`src/common/umi_cmd_pkg.sv`:
```
package umi_cmd_pkg;

   //####################################################################
   // Command word field positions
   //####################################################################

   localparam int CMD_OPCODE_LSB = 0;   // Opcode, bits 4:0
   localparam int CMD_OPCODE_W   = 5;
   localparam int CMD_SIZE_LSB   = 5;   // Item size as log2 bytes, bits 7:5
   localparam int CMD_SIZE_W     = 3;
   localparam int CMD_LEN_LSB    = 8;   // Items minus one, bits 15:8
   localparam int CMD_LEN_W      = 8;
   localparam int CMD_EOM_BIT    = 24;  // End of message

   // Largest item size that fits a 64-bit piece
   localparam int CMD_SIZE_MAX   = 3;

   //####################################################################
   // Opcodes
   //####################################################################

   typedef enum logic [CMD_OPCODE_W-1:0]
   {
      UMI_REQ_READ   = 5'd1,
      UMI_RESP_READ  = 5'd2,   // Carries data
      UMI_REQ_WRITE  = 5'd3,   // Carries data
      UMI_RESP_WRITE = 5'd4,
      UMI_REQ_POSTED = 5'd5    // Carries data
   } umi_opcode_e;

   //####################################################################
   // Split stage FSM
   //####################################################################

   typedef enum logic
   {
      SPLIT_IDLE,   // Waiting for a transaction
      SPLIT_BUSY    // Emitting pieces
   } split_state_e;

endpackage

```
`src/common/umi_width_pkg.sv`:
```
package umi_width_pkg;

   // Bus widths
   localparam int CW  = 32;    // Command
   localparam int AW  = 64;    // Address
   localparam int IDW = 256;   // Input data
   localparam int ODW = 64;    // Output data

   // Piece FIFO
   localparam int FIFO_DEPTH = 4;

   // One FIFO word holds cmd, dstaddr, srcaddr and data
   localparam int PIECE_W = CW + 2 * AW + ODW;

   // Bus word types
   typedef logic [CW-1:0]  umi_cmd_t;
   typedef logic [AW-1:0]  umi_addr_t;
   typedef logic [IDW-1:0] umi_idata_t;
   typedef logic [ODW-1:0] umi_odata_t;

endpackage

```
`src/split/umi_split_stage.sv`:
```
`timescale 1ns/1ps

module umi_split_stage
(
   input  logic                   umi_in_clk,
   input  logic                   umi_in_nreset,
   // Wide input side
   input  logic                   umi_in_valid,
   input  umi_width_pkg::umi_cmd_t   umi_in_cmd,
   input  umi_width_pkg::umi_addr_t  umi_in_dstaddr,
   input  umi_width_pkg::umi_addr_t  umi_in_srcaddr,
   input  umi_width_pkg::umi_idata_t umi_in_data,
   output logic                   umi_in_ready,
   // Narrow piece side
   output logic                   piece_valid,
   output umi_width_pkg::umi_cmd_t   piece_cmd,
   output umi_width_pkg::umi_addr_t  piece_dstaddr,
   output umi_width_pkg::umi_addr_t  piece_srcaddr,
   output umi_width_pkg::umi_odata_t piece_data,
   input  logic                   piece_ready
);

   import umi_width_pkg::*;
   import umi_cmd_pkg::*;

   split_state_e state;
   logic [8:0]   rem_q;          // Items still to send
   umi_cmd_t     cmd_q;
   umi_addr_t    dst_q;
   umi_addr_t    src_q;
   umi_idata_t   data_q;

   umi_opcode_e  opcode;
   logic         has_data;
   logic [8:0]   items_per_beat;
   logic [8:0]   piece_count;
   logic [7:0]   piece_len;
   logic         last_piece;
   logic         in_fire;
   logic         piece_fire;

   logic [2:0]   in_size;
   logic [7:0]   in_len;
   logic [11:0]  in_bytes;

   //####################################################################
   // Piece decode from held transaction
   //####################################################################

   assign opcode   = umi_opcode_e'(cmd_q[CMD_OPCODE_LSB +: CMD_OPCODE_W]);
   assign has_data = opcode inside {UMI_RESP_READ, UMI_REQ_WRITE, UMI_REQ_POSTED};

   assign items_per_beat = 9'd8 >> cmd_q[CMD_SIZE_LSB +: CMD_SIZE_W];
   assign piece_count    = (rem_q < items_per_beat) ? rem_q : items_per_beat;
   assign piece_len      = piece_count[7:0] - 8'd1;
   assign last_piece     = (rem_q <= items_per_beat);

   always_comb
   begin
      piece_cmd = cmd_q;
      piece_cmd[CMD_LEN_LSB +: CMD_LEN_W] = piece_len;
      piece_cmd[CMD_EOM_BIT] = cmd_q[CMD_EOM_BIT] & last_piece;   // EOM on last only
   end

   assign piece_dstaddr = dst_q;
   assign piece_srcaddr = src_q;
   assign piece_data    = has_data ? data_q[ODW-1:0] : '0;

   //####################################################################
   // Handshakes
   //####################################################################

   assign piece_valid  = (state == SPLIT_BUSY);
   assign piece_fire   = piece_valid & piece_ready;
   // Accept the next one as the last piece leaves
   assign umi_in_ready = (state == SPLIT_IDLE) | (piece_fire & last_piece);
   assign in_fire      = umi_in_valid & umi_in_ready;

   // FSM and item counter
   always_ff @(posedge umi_in_clk or negedge umi_in_nreset)
   begin
      if (!umi_in_nreset)
      begin
         state <= SPLIT_IDLE;
         rem_q <= '0;
      end
      else if (in_fire)
      begin
         state <= SPLIT_BUSY;
         rem_q <= {1'b0, umi_in_cmd[CMD_LEN_LSB +: CMD_LEN_W]} + 9'd1;
      end
      else if (piece_fire)
      begin
         if (last_piece)
            state <= SPLIT_IDLE;
         rem_q <= rem_q - piece_count;
      end
   end

   // Transaction hold, advanced per piece
   always_ff @(posedge umi_in_clk)
   begin
      if (in_fire)
      begin
         cmd_q  <= umi_in_cmd;
         dst_q  <= umi_in_dstaddr;
         src_q  <= umi_in_srcaddr;
         data_q <= umi_in_data;
      end
      else if (piece_fire)
      begin
         dst_q  <= dst_q + umi_addr_t'(ODW / 8);
         src_q  <= src_q + umi_addr_t'(ODW / 8);
         data_q <= data_q >> ODW;   // Next slice to the bottom
      end
   end

   //####################################################################
   // Checks
   //####################################################################

   assign in_size  = umi_in_cmd[CMD_SIZE_LSB +: CMD_SIZE_W];
   assign in_len   = umi_in_cmd[CMD_LEN_LSB +: CMD_LEN_W];
   assign in_bytes = ({4'd0, in_len} + 12'd1) << in_size;

   a_in_size : assert property (@(posedge umi_in_clk) disable iff (!umi_in_nreset)
      in_fire |-> (in_size <= 3'(CMD_SIZE_MAX)));

   // Whole transaction must fit the wide data bus
   a_in_bytes : assert property (@(posedge umi_in_clk) disable iff (!umi_in_nreset)
      in_fire |-> (in_bytes <= 12'(IDW / 8)));

   a_piece_hold : assert property (@(posedge umi_in_clk) disable iff (!umi_in_nreset)
      (piece_valid && !piece_ready) |=> (piece_valid && $stable(piece_cmd)
                                         && $stable(piece_dstaddr)
                                         && $stable(piece_srcaddr)
                                         && $stable(piece_data)));

endmodule

```
`src/fifo/umi_sync_fifo.sv`:
```
`timescale 1ns/1ps

module umi_sync_fifo
#(
   parameter int DEPTH = umi_width_pkg::FIFO_DEPTH,
   parameter int DW    = umi_width_pkg::PIECE_W
)
(
   input  logic          umi_in_clk,
   input  logic          umi_in_nreset,
   input  logic          chaosmode,    // Random pushback on the write side
   // Write side
   input  logic          wr_valid,
   input  logic [DW-1:0] wr_din,
   output logic          wr_ready,
   // Read side
   output logic          rd_valid,
   output logic [DW-1:0] rd_dout,
   input  logic          rd_ready,
   // Status
   output logic          fifo_full,
   output logic          fifo_empty
);

   localparam int PTR_W = (DEPTH > 1) ? $clog2(DEPTH) : 1;

   logic [DW-1:0]    mem [DEPTH];
   logic [PTR_W-1:0] wr_ptr;
   logic [PTR_W-1:0] rd_ptr;
   logic [PTR_W:0]   count;
   logic [15:0]      lfsr;
   logic             chaos_stall;
   logic             wr_fire;
   logic             rd_fire;

   assign fifo_full  = (count == (PTR_W+1)'(DEPTH));
   assign fifo_empty = (count == '0);

   // ##################################################################
   // Chaos pushback
   // ##################################################################

   always_ff @(posedge umi_in_clk or negedge umi_in_nreset)
   begin
      if (!umi_in_nreset)
         lfsr <= 16'h0001;
      else
         lfsr <= {lfsr[14:0], lfsr[15] ^ lfsr[13] ^ lfsr[12] ^ lfsr[10]};
   end

   assign chaos_stall = chaosmode & lfsr[0] & lfsr[3];   // Roughly one cycle in four

   assign wr_ready = ~fifo_full & ~chaos_stall;
   assign rd_valid = ~fifo_empty;
   assign wr_fire  = wr_valid & wr_ready;
   assign rd_fire  = rd_valid & rd_ready;

   // Pointers and occupancy
   always_ff @(posedge umi_in_clk or negedge umi_in_nreset)
   begin
      if (!umi_in_nreset)
      begin
         wr_ptr <= '0;
         rd_ptr <= '0;
         count  <= '0;
      end
      else
      begin
         if (wr_fire)
            wr_ptr <= (wr_ptr == PTR_W'(DEPTH - 1)) ? '0 : wr_ptr + 1'b1;
         if (rd_fire)
            rd_ptr <= (rd_ptr == PTR_W'(DEPTH - 1)) ? '0 : rd_ptr + 1'b1;
         count <= count + (PTR_W+1)'(wr_fire) - (PTR_W+1)'(rd_fire);
      end
   end

   always_ff @(posedge umi_in_clk)
   begin
      if (wr_fire)
         mem[wr_ptr] <= wr_din;
   end

   assign rd_dout = mem[rd_ptr];

   // Full and not drained, so no write may land
   a_no_write_full : assert property (@(posedge umi_in_clk) disable iff (!umi_in_nreset)
      (fifo_full && !rd_fire) |=> (fifo_full && $stable(wr_ptr)));

   a_no_read_empty : assert property (@(posedge umi_in_clk) disable iff (!umi_in_nreset)
      (fifo_empty && !wr_fire) |=> (fifo_empty && $stable(rd_ptr)));

endmodule

```
`src/umi_fifo_width.sv`:
```
`timescale 1ns/1ps

module umi_fifo_width
(
   input  logic                   umi_in_clk,
   input  logic                   umi_in_nreset,
   input  logic                   chaosmode,
   // Wide input
   input  logic                   umi_in_valid,
   input  umi_width_pkg::umi_cmd_t   umi_in_cmd,
   input  umi_width_pkg::umi_addr_t  umi_in_dstaddr,
   input  umi_width_pkg::umi_addr_t  umi_in_srcaddr,
   input  umi_width_pkg::umi_idata_t umi_in_data,
   output logic                   umi_in_ready,
   // Narrow output
   output logic                   umi_out_valid,
   output umi_width_pkg::umi_cmd_t   umi_out_cmd,
   output umi_width_pkg::umi_addr_t  umi_out_dstaddr,
   output umi_width_pkg::umi_addr_t  umi_out_srcaddr,
   output umi_width_pkg::umi_odata_t umi_out_data,
   input  logic                   umi_out_ready,
   // Status
   output logic                   fifo_full,
   output logic                   fifo_empty
);

   import umi_width_pkg::*;

   logic               piece_valid;
   umi_cmd_t           piece_cmd;
   umi_addr_t          piece_dstaddr;
   umi_addr_t          piece_srcaddr;
   umi_odata_t         piece_data;
   logic               piece_ready;
   logic [PIECE_W-1:0] fifo_din;
   logic [PIECE_W-1:0] fifo_dout;

   umi_split_stage u_split
   (
      .umi_in_clk     (umi_in_clk),
      .umi_in_nreset  (umi_in_nreset),
      .umi_in_valid   (umi_in_valid),
      .umi_in_cmd     (umi_in_cmd),
      .umi_in_dstaddr (umi_in_dstaddr),
      .umi_in_srcaddr (umi_in_srcaddr),
      .umi_in_data    (umi_in_data),
      .umi_in_ready   (umi_in_ready),
      .piece_valid    (piece_valid),
      .piece_cmd      (piece_cmd),
      .piece_dstaddr  (piece_dstaddr),
      .piece_srcaddr  (piece_srcaddr),
      .piece_data     (piece_data),
      .piece_ready    (piece_ready)
   );

   // Word layout, cmd in the low bits
   assign fifo_din = {piece_data, piece_srcaddr, piece_dstaddr, piece_cmd};

   umi_sync_fifo #(.DEPTH(FIFO_DEPTH), .DW(PIECE_W)) u_fifo
   (
      .umi_in_clk    (umi_in_clk),
      .umi_in_nreset (umi_in_nreset),
      .chaosmode     (chaosmode),
      .wr_valid      (piece_valid),
      .wr_din        (fifo_din),
      .wr_ready      (piece_ready),
      .rd_valid      (umi_out_valid),
      .rd_dout       (fifo_dout),
      .rd_ready      (umi_out_ready),
      .fifo_full     (fifo_full),
      .fifo_empty    (fifo_empty)
   );

   assign umi_out_cmd     = fifo_dout[0 +: CW];
   assign umi_out_dstaddr = fifo_dout[CW +: AW];
   assign umi_out_srcaddr = fifo_dout[CW+AW +: AW];
   assign umi_out_data    = fifo_dout[CW+2*AW +: ODW];

endmodule

```
`config.mk`:
```
export PLATFORM = sky130hd
export DESIGN_NAME = umi_fifo_width
export DESIGN_NICKNAME = d
export VERILOG_FILES = /design/src/common/umi_cmd_pkg.sv /design/src/common/umi_width_pkg.sv /design/src/split/umi_split_stage.sv /design/src/fifo/umi_sync_fifo.sv /design/src/umi_fifo_width.sv
export SDC_FILE = /design/constraint.sdc
export NUM_CORES = 1
export LEC_CHECK = 0
export ABC_AREA = 1
export BUFFER_PORTS_ARGS = -buffer_cell sky130_fd_sc_hd__buf_2
export CAP_MARGIN = 30
export CORE_UTILIZATION = 35
export CTS_CLUSTER_DIAMETER = 100
export CTS_CLUSTER_SIZE = 16
export DETAILED_ROUTE_END_ITERATION = 16
export GPL_ROUTABILITY_DRIVEN = 0
export MAX_ROUTING_LAYER = met4
export PLACE_DENSITY = 0.62
export SETUP_SLACK_MARGIN = 0.15
export SLEW_MARGIN = 20
export SYNTH_ARGS = -nofsm -noshare
export SYNTH_HDL_FRONTEND = slang
export SYNTH_SLANG_ARGS = --single-unit
```
`constraint.sdc`:
```
create_clock -name umi_in_clk -period 21.3 [get_ports umi_in_clk]
set_input_delay 3.195 -clock umi_in_clk [delete_from_list [all_inputs] [get_ports umi_in_clk]]
set_output_delay 3.195 -clock umi_in_clk [all_outputs]
set_load 0.01 [all_outputs]
```
==> metrics, run 1 <==
Reg-to-Reg End u_split.data_q[194]$_SDFFCE_PP0P_; switching share of power about two fifths; Final #Nets 5860; htree depth 3; Final setup violation count 0; Distinct cells, synth 34; grt ovf 0; synthesized cell area around 56000 µm²; Logic pwr share around 34%; Initial Util between 30% and 40%; via count ~38k; CP required approximately 18 ns; met3 usage 3.784%; first-pass GRT wire length 230100 µm; Hold Crit Start u_fifo.lfsr[8]$_DFF_PN0_; Die ar. 160500 µm²; register share of total power 49.4%; Worst Hold Path Cells 0; Skew-Pair Late Insertion Delay 0.73 ns; setup bufs post-CTS 0; Post-Synthesis Cells 4859; clock buffer count from CTS 95; vias in the first global route about 36k; DR WL/cell 20.81 µm; clk sinks 1337; critical path's slowest cell nor3_2; met2 Resource Use GR between 20% and 30%; num rows around 150; Seq/Total Area, Yosys 71.90%; Place WS 12.60 ns; area leader, netlist edfxtp_1; RSZ-0062 raised after global routing false; Clock transition at path regs 0.08 ns; post_cts resized 0; #FFs+latches synth 1337; status finished, final reports clean; WL final ~160000 µm; PnR worst setup slack 13.31 ns; GRT Max-Usage Layer met2; Hold-fix buffers, CTS 0; critical path class in -> out; Final period util 37.51%; share of layout cells above drive strength 1 15.04%; initial antenna violation count 8; post-layout util between 40 and 50%; worst-margin pin slew 1.164 ns; max cap viols 0; Final Hold Viols 0; Clock Tree Root clkbuf_16; Rel. slew slack approximately 22%; Peak VDD IR 0.0001041 V; HPWL Detailed 104200 µm; crit end category output pin; CP Launch Type input port; vias per cell 5.066; Worst R2R Path Depth 9; top cells by area, synth edfxtp_1 70%, nand2_1 8.0%, nor2_1 5.3%; Lkg Pwr 24.34 nW; worst hold path type reg -> reg; Int Pwr 0.006275 W; CP Max Fanout 13; DRC Markers 0; Clock Skew approximately 0.036 ns; crit-path max cell delay ~0.65 ns; Power Dens Cells between 150 and 200 nW/µm²; die height 400.6 µm; Mapped Nets ~5.3k; Placed Cells incl. Taps 7375; final std cells w/o fill 7508; number of I/O pins 649; worst-case clock buffer depth 3; crit-path cells buf_2, and3_1, nor3_2, nand2_2, nand2_2, buf_2; min cycle time layout about 8 ns; Setup TNS 0 ns; top cell type's share of synthesized area 70.42%; drt pass-1 iters 6; R2R Setup Slk 15.40 ns; YS warnings 0; CTS tree done; Initial DRC Count 3895; IO buf count 648; NetSw 0.003928 W; Layout area overhead 14.30%; worst r2r src u_split.piece_valid$_DFFE_PN0P_; Clock Power Share 16.7%; Core Region 156900 µm²; Worst EP arrival 4.80 ns; Worst Hold Path EP u_fifo.lfsr[9]$_DFF_PN0_; Post-Synthesis Mean Instance Area ~11 µm²; largest net degree at the start of global routing 196; grt met1 use a little over a quarter; max-slew violations 0; Die Wd 400.6 µm; Global Route Usage Sum around a fifth; Final ANT Viol Nets 0; Fmax 125.2 MHz
layer usage:
layer / part of all wire, % / wire, µm
met1: 43 / 67800
met2: 46 / 71910
met3: 7.8 / 12230
met4: 2.7 / 4286
met5: 0 / 0
through the flow:
stage          instance area (µm²)  power, W  hold slack [ns]
4_1_cts                      63480   0.01029           0.3303
2_1_floorplan                55610  0.007296           0.3312
3_3_place_gp                 60790  0.008495           0.3338
6_report                     63560   0.01020           0.3312
5_1_grt                      63560   0.01079           0.3579
3_5_place_dp                 60820  0.008582           0.3358
layout by cell type (no fill, tap or decap), types with 67 or more instances in the layout:
cell type / Yosys / routed
buf_2: 42 / 648
clkbuf_16: 0 / 95
edfxtp_1: 1304 / 1304
inv_1: 277 / 277
nand2_1: 1189 / 1189
nand3_1: 67 / 67
nor2_1: 786 / 782
o21ai_0: 518 / 518
o22ai_1: 224 / 224
xor2_1: 73 / 73
Yosys cell counts (all sizes together):
library cell,instances
a21oi,6
and3,1
buf,82
clkbuf,151
clkinv,2
dfrtp,32
dfstp,1
edfxtp,1304
fa,2
ha,20
inv,277
nand2,1193
nand3,67
nand3b,3
nand4,12
nor2,787
nor3,57
nor3b,1
o211ai,1
o21a,1
o21ai,526
o22ai,224
or2,2
xnor2,34
xor2,73
logic make-up after synthesis:
kind of cell | after synthesis | synth area share, %
simple gates | 2123 | 14.74
compound gates | 758 | 7.355
xor+xnor | 107 | 1.685
flops | 1337 | 71.90
fa+ha+maj | 22 | 0.5220
buf+inv | 512 | 3.800
worst max-delay path, delay by kind of cell:
kind,cells,cell delay (ns)
buf+inv,2,0.31
simple gates,4,1.29
registers in the layout (all words and copies together) (netlist names):
| signal | count |
|---|---|
| u_fifo.count | 3 |
| u_fifo.lfsr | 16 |
| u_fifo.mem | 896 |
| u_fifo.rd_ptr | 2 |
| u_fifo.wr_ptr | 2 |
| u_split.cmd_q | 24 |
| u_split.data_q | 256 |
| u_split.piece_dstaddr | 64 |
| u_split.piece_srcaddr | 64 |
| u_split.piece_valid | 1 |
| u_split.rem_q | 9 |
layout make-up:
class	count	area (µm²)
clock buffer	112	2441
sequential	1337	39990
inverter	279	1060
tap	2058	2575
multi-input combinational	3010	13570
clock inverter	13	225.2
fill	14930	93370
antenna	5	12.51
timing repair buffer	694	3691
worst max-delay path by stage:
stage | slack (ns) | cells past startpoint | startpoint | end
final | 13.31 | 6 | chaosmode | umi_in_ready
after global routing | 13.01 | 10 | chaosmode | u_split.data_q[199]$_SDFFCE_PP0P_
after CTS | 13.32 | 6 | chaosmode | umi_in_ready
after detailed placement | 12.60 | 10 | chaosmode | u_split.piece_srcaddr[55]$_DFFE_PP_
after global placement | 12.62 | 9 | chaosmode | u_split.piece_srcaddr[55]$_DFFE_PP_
after floorplan | 6.69 | 5 | umi_in_valid | u_split.rem_q[0]$_DFFE_PN0P_
power groups by stage:
| stage | Clock, W | Sequential (W) | Combinational (W) |
|---|---|---|---|
| 2_1_floorplan | 0 | 0.00525 | 0.00205 |
| 3_3_place_gp | 0 | 0.00507 | 0.00343 |
| 3_5_place_dp | 0 | 0.00510 | 0.00348 |
| 4_1_cts | 0.00175 | 0.00505 | 0.00349 |
| 5_1_grt | 0.00183 | 0.00515 | 0.00381 |
| 6_report | 0.00171 | 0.00504 | 0.00345 |
Power figures use the tool's default switching activity.
==> run 2, diff against run 1 <==
clock period = 8.2 ns   (was 21.3 ns; I/O delays follow)
==> run 2 against run 1 <==
Compared with the run above: cell area increased by 0.10%; via count about the same; die area unchanged; sequential power increased to 2.6 times the previous value; sequential share of layout area decreased by 0.066 points; first-iteration DRC count increased by 1.5%; critical endpoint is now umi_out_srcaddr[36]; largest power group unchanged.
==> metrics, run 2 (same netlist as run 1, synthesis figures left out) <==
via count 37.99k (-0.10%); area of the multi-input gates 13570 µm² (unchanged); share of layout cells above drive strength 1 14.91% (-0.13 points); clk sinks 1337 (unchanged); clock buffer count from CTS 96 (+1.1%); worst-case clock buffer depth 3 (unchanged); Power Dens Cells 419.3 nW/µm² (+160%); Peak VDD IR 0.0005977 V (+470%); Die ar. 160500 µm² (unchanged); Int Pwr 0.01637 W (+160%); Lkg Pwr 24.33 nW (about the same); CTS tree done; num rows 145 (unchanged); HPWL Detailed 104400 µm (+0.14%); Final #Nets 5850 (-0.17%); NetSw 0.01031 W (+160%); WL final 158400 µm (+1.4%); IO buf count 648 (unchanged); crit end category output pin; min cycle time layout 5.355 ns; Largest register FFs 896 (unchanged); critical path class reg -> out; status finished, final reports clean; worst-margin pin slew 1.379 ns (+0.2147 ns); Initial DRC Count 3954 (+1.5%); max-slew violations 0 (unchanged); Biggest register u_fifo.mem; initial antenna violation count 10 (+2); Skew-Pair Late Insertion Delay 0.74 ns (about the same); htree depth 3 (unchanged); Layout area overhead 14.42%; worst hold path type reg -> reg; largest net degree at the start of global routing 188 (-4.1%); Final Hold Viols 0 (unchanged); Clock Tree Root clkbuf_16; sequential standard cell area 39990 µm² (unchanged); Tot Pwr 0.02668 W (+160%); Final period util 65.31%; Clock Skew 0.05122 ns (+0.01520 ns); most frequent cells in the layout 1304 x edfxtp_1, 1189 x nand2_1, 782 x nor2_1; CP Max Fanout 84 (+71); post_cts resized 0 (unchanged); Worst EP arrival 4.13 ns (-0.67 ns); CP Launch Type flop; DRC Markers 0 (unchanged); max cap viols 0 (unchanged); grt ovf 0 (unchanged); fill count 14.86k (-0.47%); drt pass-1 iters 7 (+1); CP required 6.97 ns (-11.14 ns); first-pass GRT wire length 232500 µm (+1.1%); number of I/O pins 649 (unchanged); Setup TNS 0 ns (unchanged); DR WL/cell 21.11 µm (+1.5%); commonest non-fill, non-tap cell in the layout edfxtp_1; Die Wd 400.6 µm (unchanged); die height 400.6 µm (unchanged); Final ANT Viol Nets 0 (unchanged); Final setup violation count 0 (unchanged); switching share of power 38.65% (+0.15 points); largest registers u_fifo.mem x896, u_split.data_q x256; vias in the first global route 35.88k (+0.97%); Core Region 156900 µm² (unchanged); Hold-fix buffers, CTS 0 (unchanged); Global Route Usage Sum 19.75% (+0.30 points); Clock transition at path regs 0.07 ns (about the same); RSZ-0062 raised after global routing false; setup bufs post-CTS 0 (unchanged); Logic pwr share 33.7% (-0.2 points); Initial Util 35.44% (unchanged); Clock Power Share 16.9% (+0.2 points); Fmax 186.7 MHz; Rel. slew slack 8.058% (-14 points); vias per cell 5.064 (about the same); register share of total power 49.5% (about the same)
[run 2: cell types whose count changed in the layout (fill, tap and decap cells not counted), moves of 2 or more]
cell	previous run	this run
buf_12	5	15
buf_4	39	19
clkbuf_1	17	19
inv_8	3	1
[run 2: through the flow]
stage | util, % | hold WS, ns | instance area [µm²] | worst slack (ns) | cells
2_1_floorplan | - | 0.3312 | 55650 | -0.2930 | 4859
3_3_place_gp | 38.79 | 0.3335 | 60880 | 3.584 | 7366
3_5_place_dp | 38.79 | 0.3347 | 60880 | 3.515 | 7366
4_1_cts | 40.52 | 0.3458 | 63590 | 2.898 | 7497
5_1_grt | 40.54 | 0.3546 | 63630 | 2.624 | 7502
6_report | 40.55 | 0.3438 | 63630 | 2.845 | 7503
[run 2: power groups by stage]
| stage | logic [W] | clock network (W) | registers, W |
|---|---|---|---|
| 3_5_place_dp | 0.00908 | 0 | 0.0133 |
| 5_1_grt | 0.00989 | 0.00484 | 0.0135 |
| 4_1_cts | 0.00911 | 0.00461 | 0.0132 |
| 3_3_place_gp | 0.00899 | 0 | 0.0132 |
| 2_1_floorplan | 0.00534 | 0 | 0.0130 |
| 6_report | 0.00898 | 0.00450 | 0.0132 |
[run 2: worst max-delay path, cell delays in order, from the launching register on]
cell and delay [ns]:
dfrtp_4 0.76, buf_4 0.71, buf_4 0.79, o21ai_0 0.21, o22ai_1 0.49, buf_2 0.24
[run 2: path summary, 6_finish.rpt]
| kind | start | endpoint | slack [ns] | cells past startpoint |
|---|---|---|---|---|
| setup / recovery | u_fifo.rd_ptr[0]$_DFFE_PN0P_ | umi_out_srcaddr[36] | 2.84 | 5 |
| hold / removal | u_fifo.lfsr[7]$_DFF_PN0_ | u_fifo.lfsr[8]$_DFF_PN0_ | 0.34 | 0 |
| setup reg to reg | u_split.cmd_q[7]$_DFFE_PN_ | u_split.piece_srcaddr[24]$_DFFE_PP_ | 3.70 | 15 |
| hold reg to reg | u_fifo.lfsr[7]$_DFF_PN0_ | u_fifo.lfsr[8]$_DFF_PN0_ | 0.34 | 0 |
| max in group asynchronous | umi_in_nreset | u_fifo.rd_ptr[1]$_DFFE_PN0P_ | 7.00 | 1 |
| min in group asynchronous | umi_in_nreset | u_fifo.lfsr[3]$_DFF_PN0_ | 0.59 | 1 |
[run 2: final cells by class]
cell class              instances  area share (%)
diodes                          5         0.01966
clock buffers                 116           3.895
clock inverters                15          0.3638
inverters                     279           1.666
multi-input cells            3010           21.32
flip-flops and latches       1337           62.85
well taps                    2058           4.047
repair buffers                683           5.836
[run 2: per-layer routing]
metal	track usage (%)	share of wire, %	vias to the layer above
met2	30.04	46	1459
met3	3.011	7.6	161
met4	5.034	2.1	0
met5	-	0	-
met1	27.65	44	18610
li1	-	-	17760
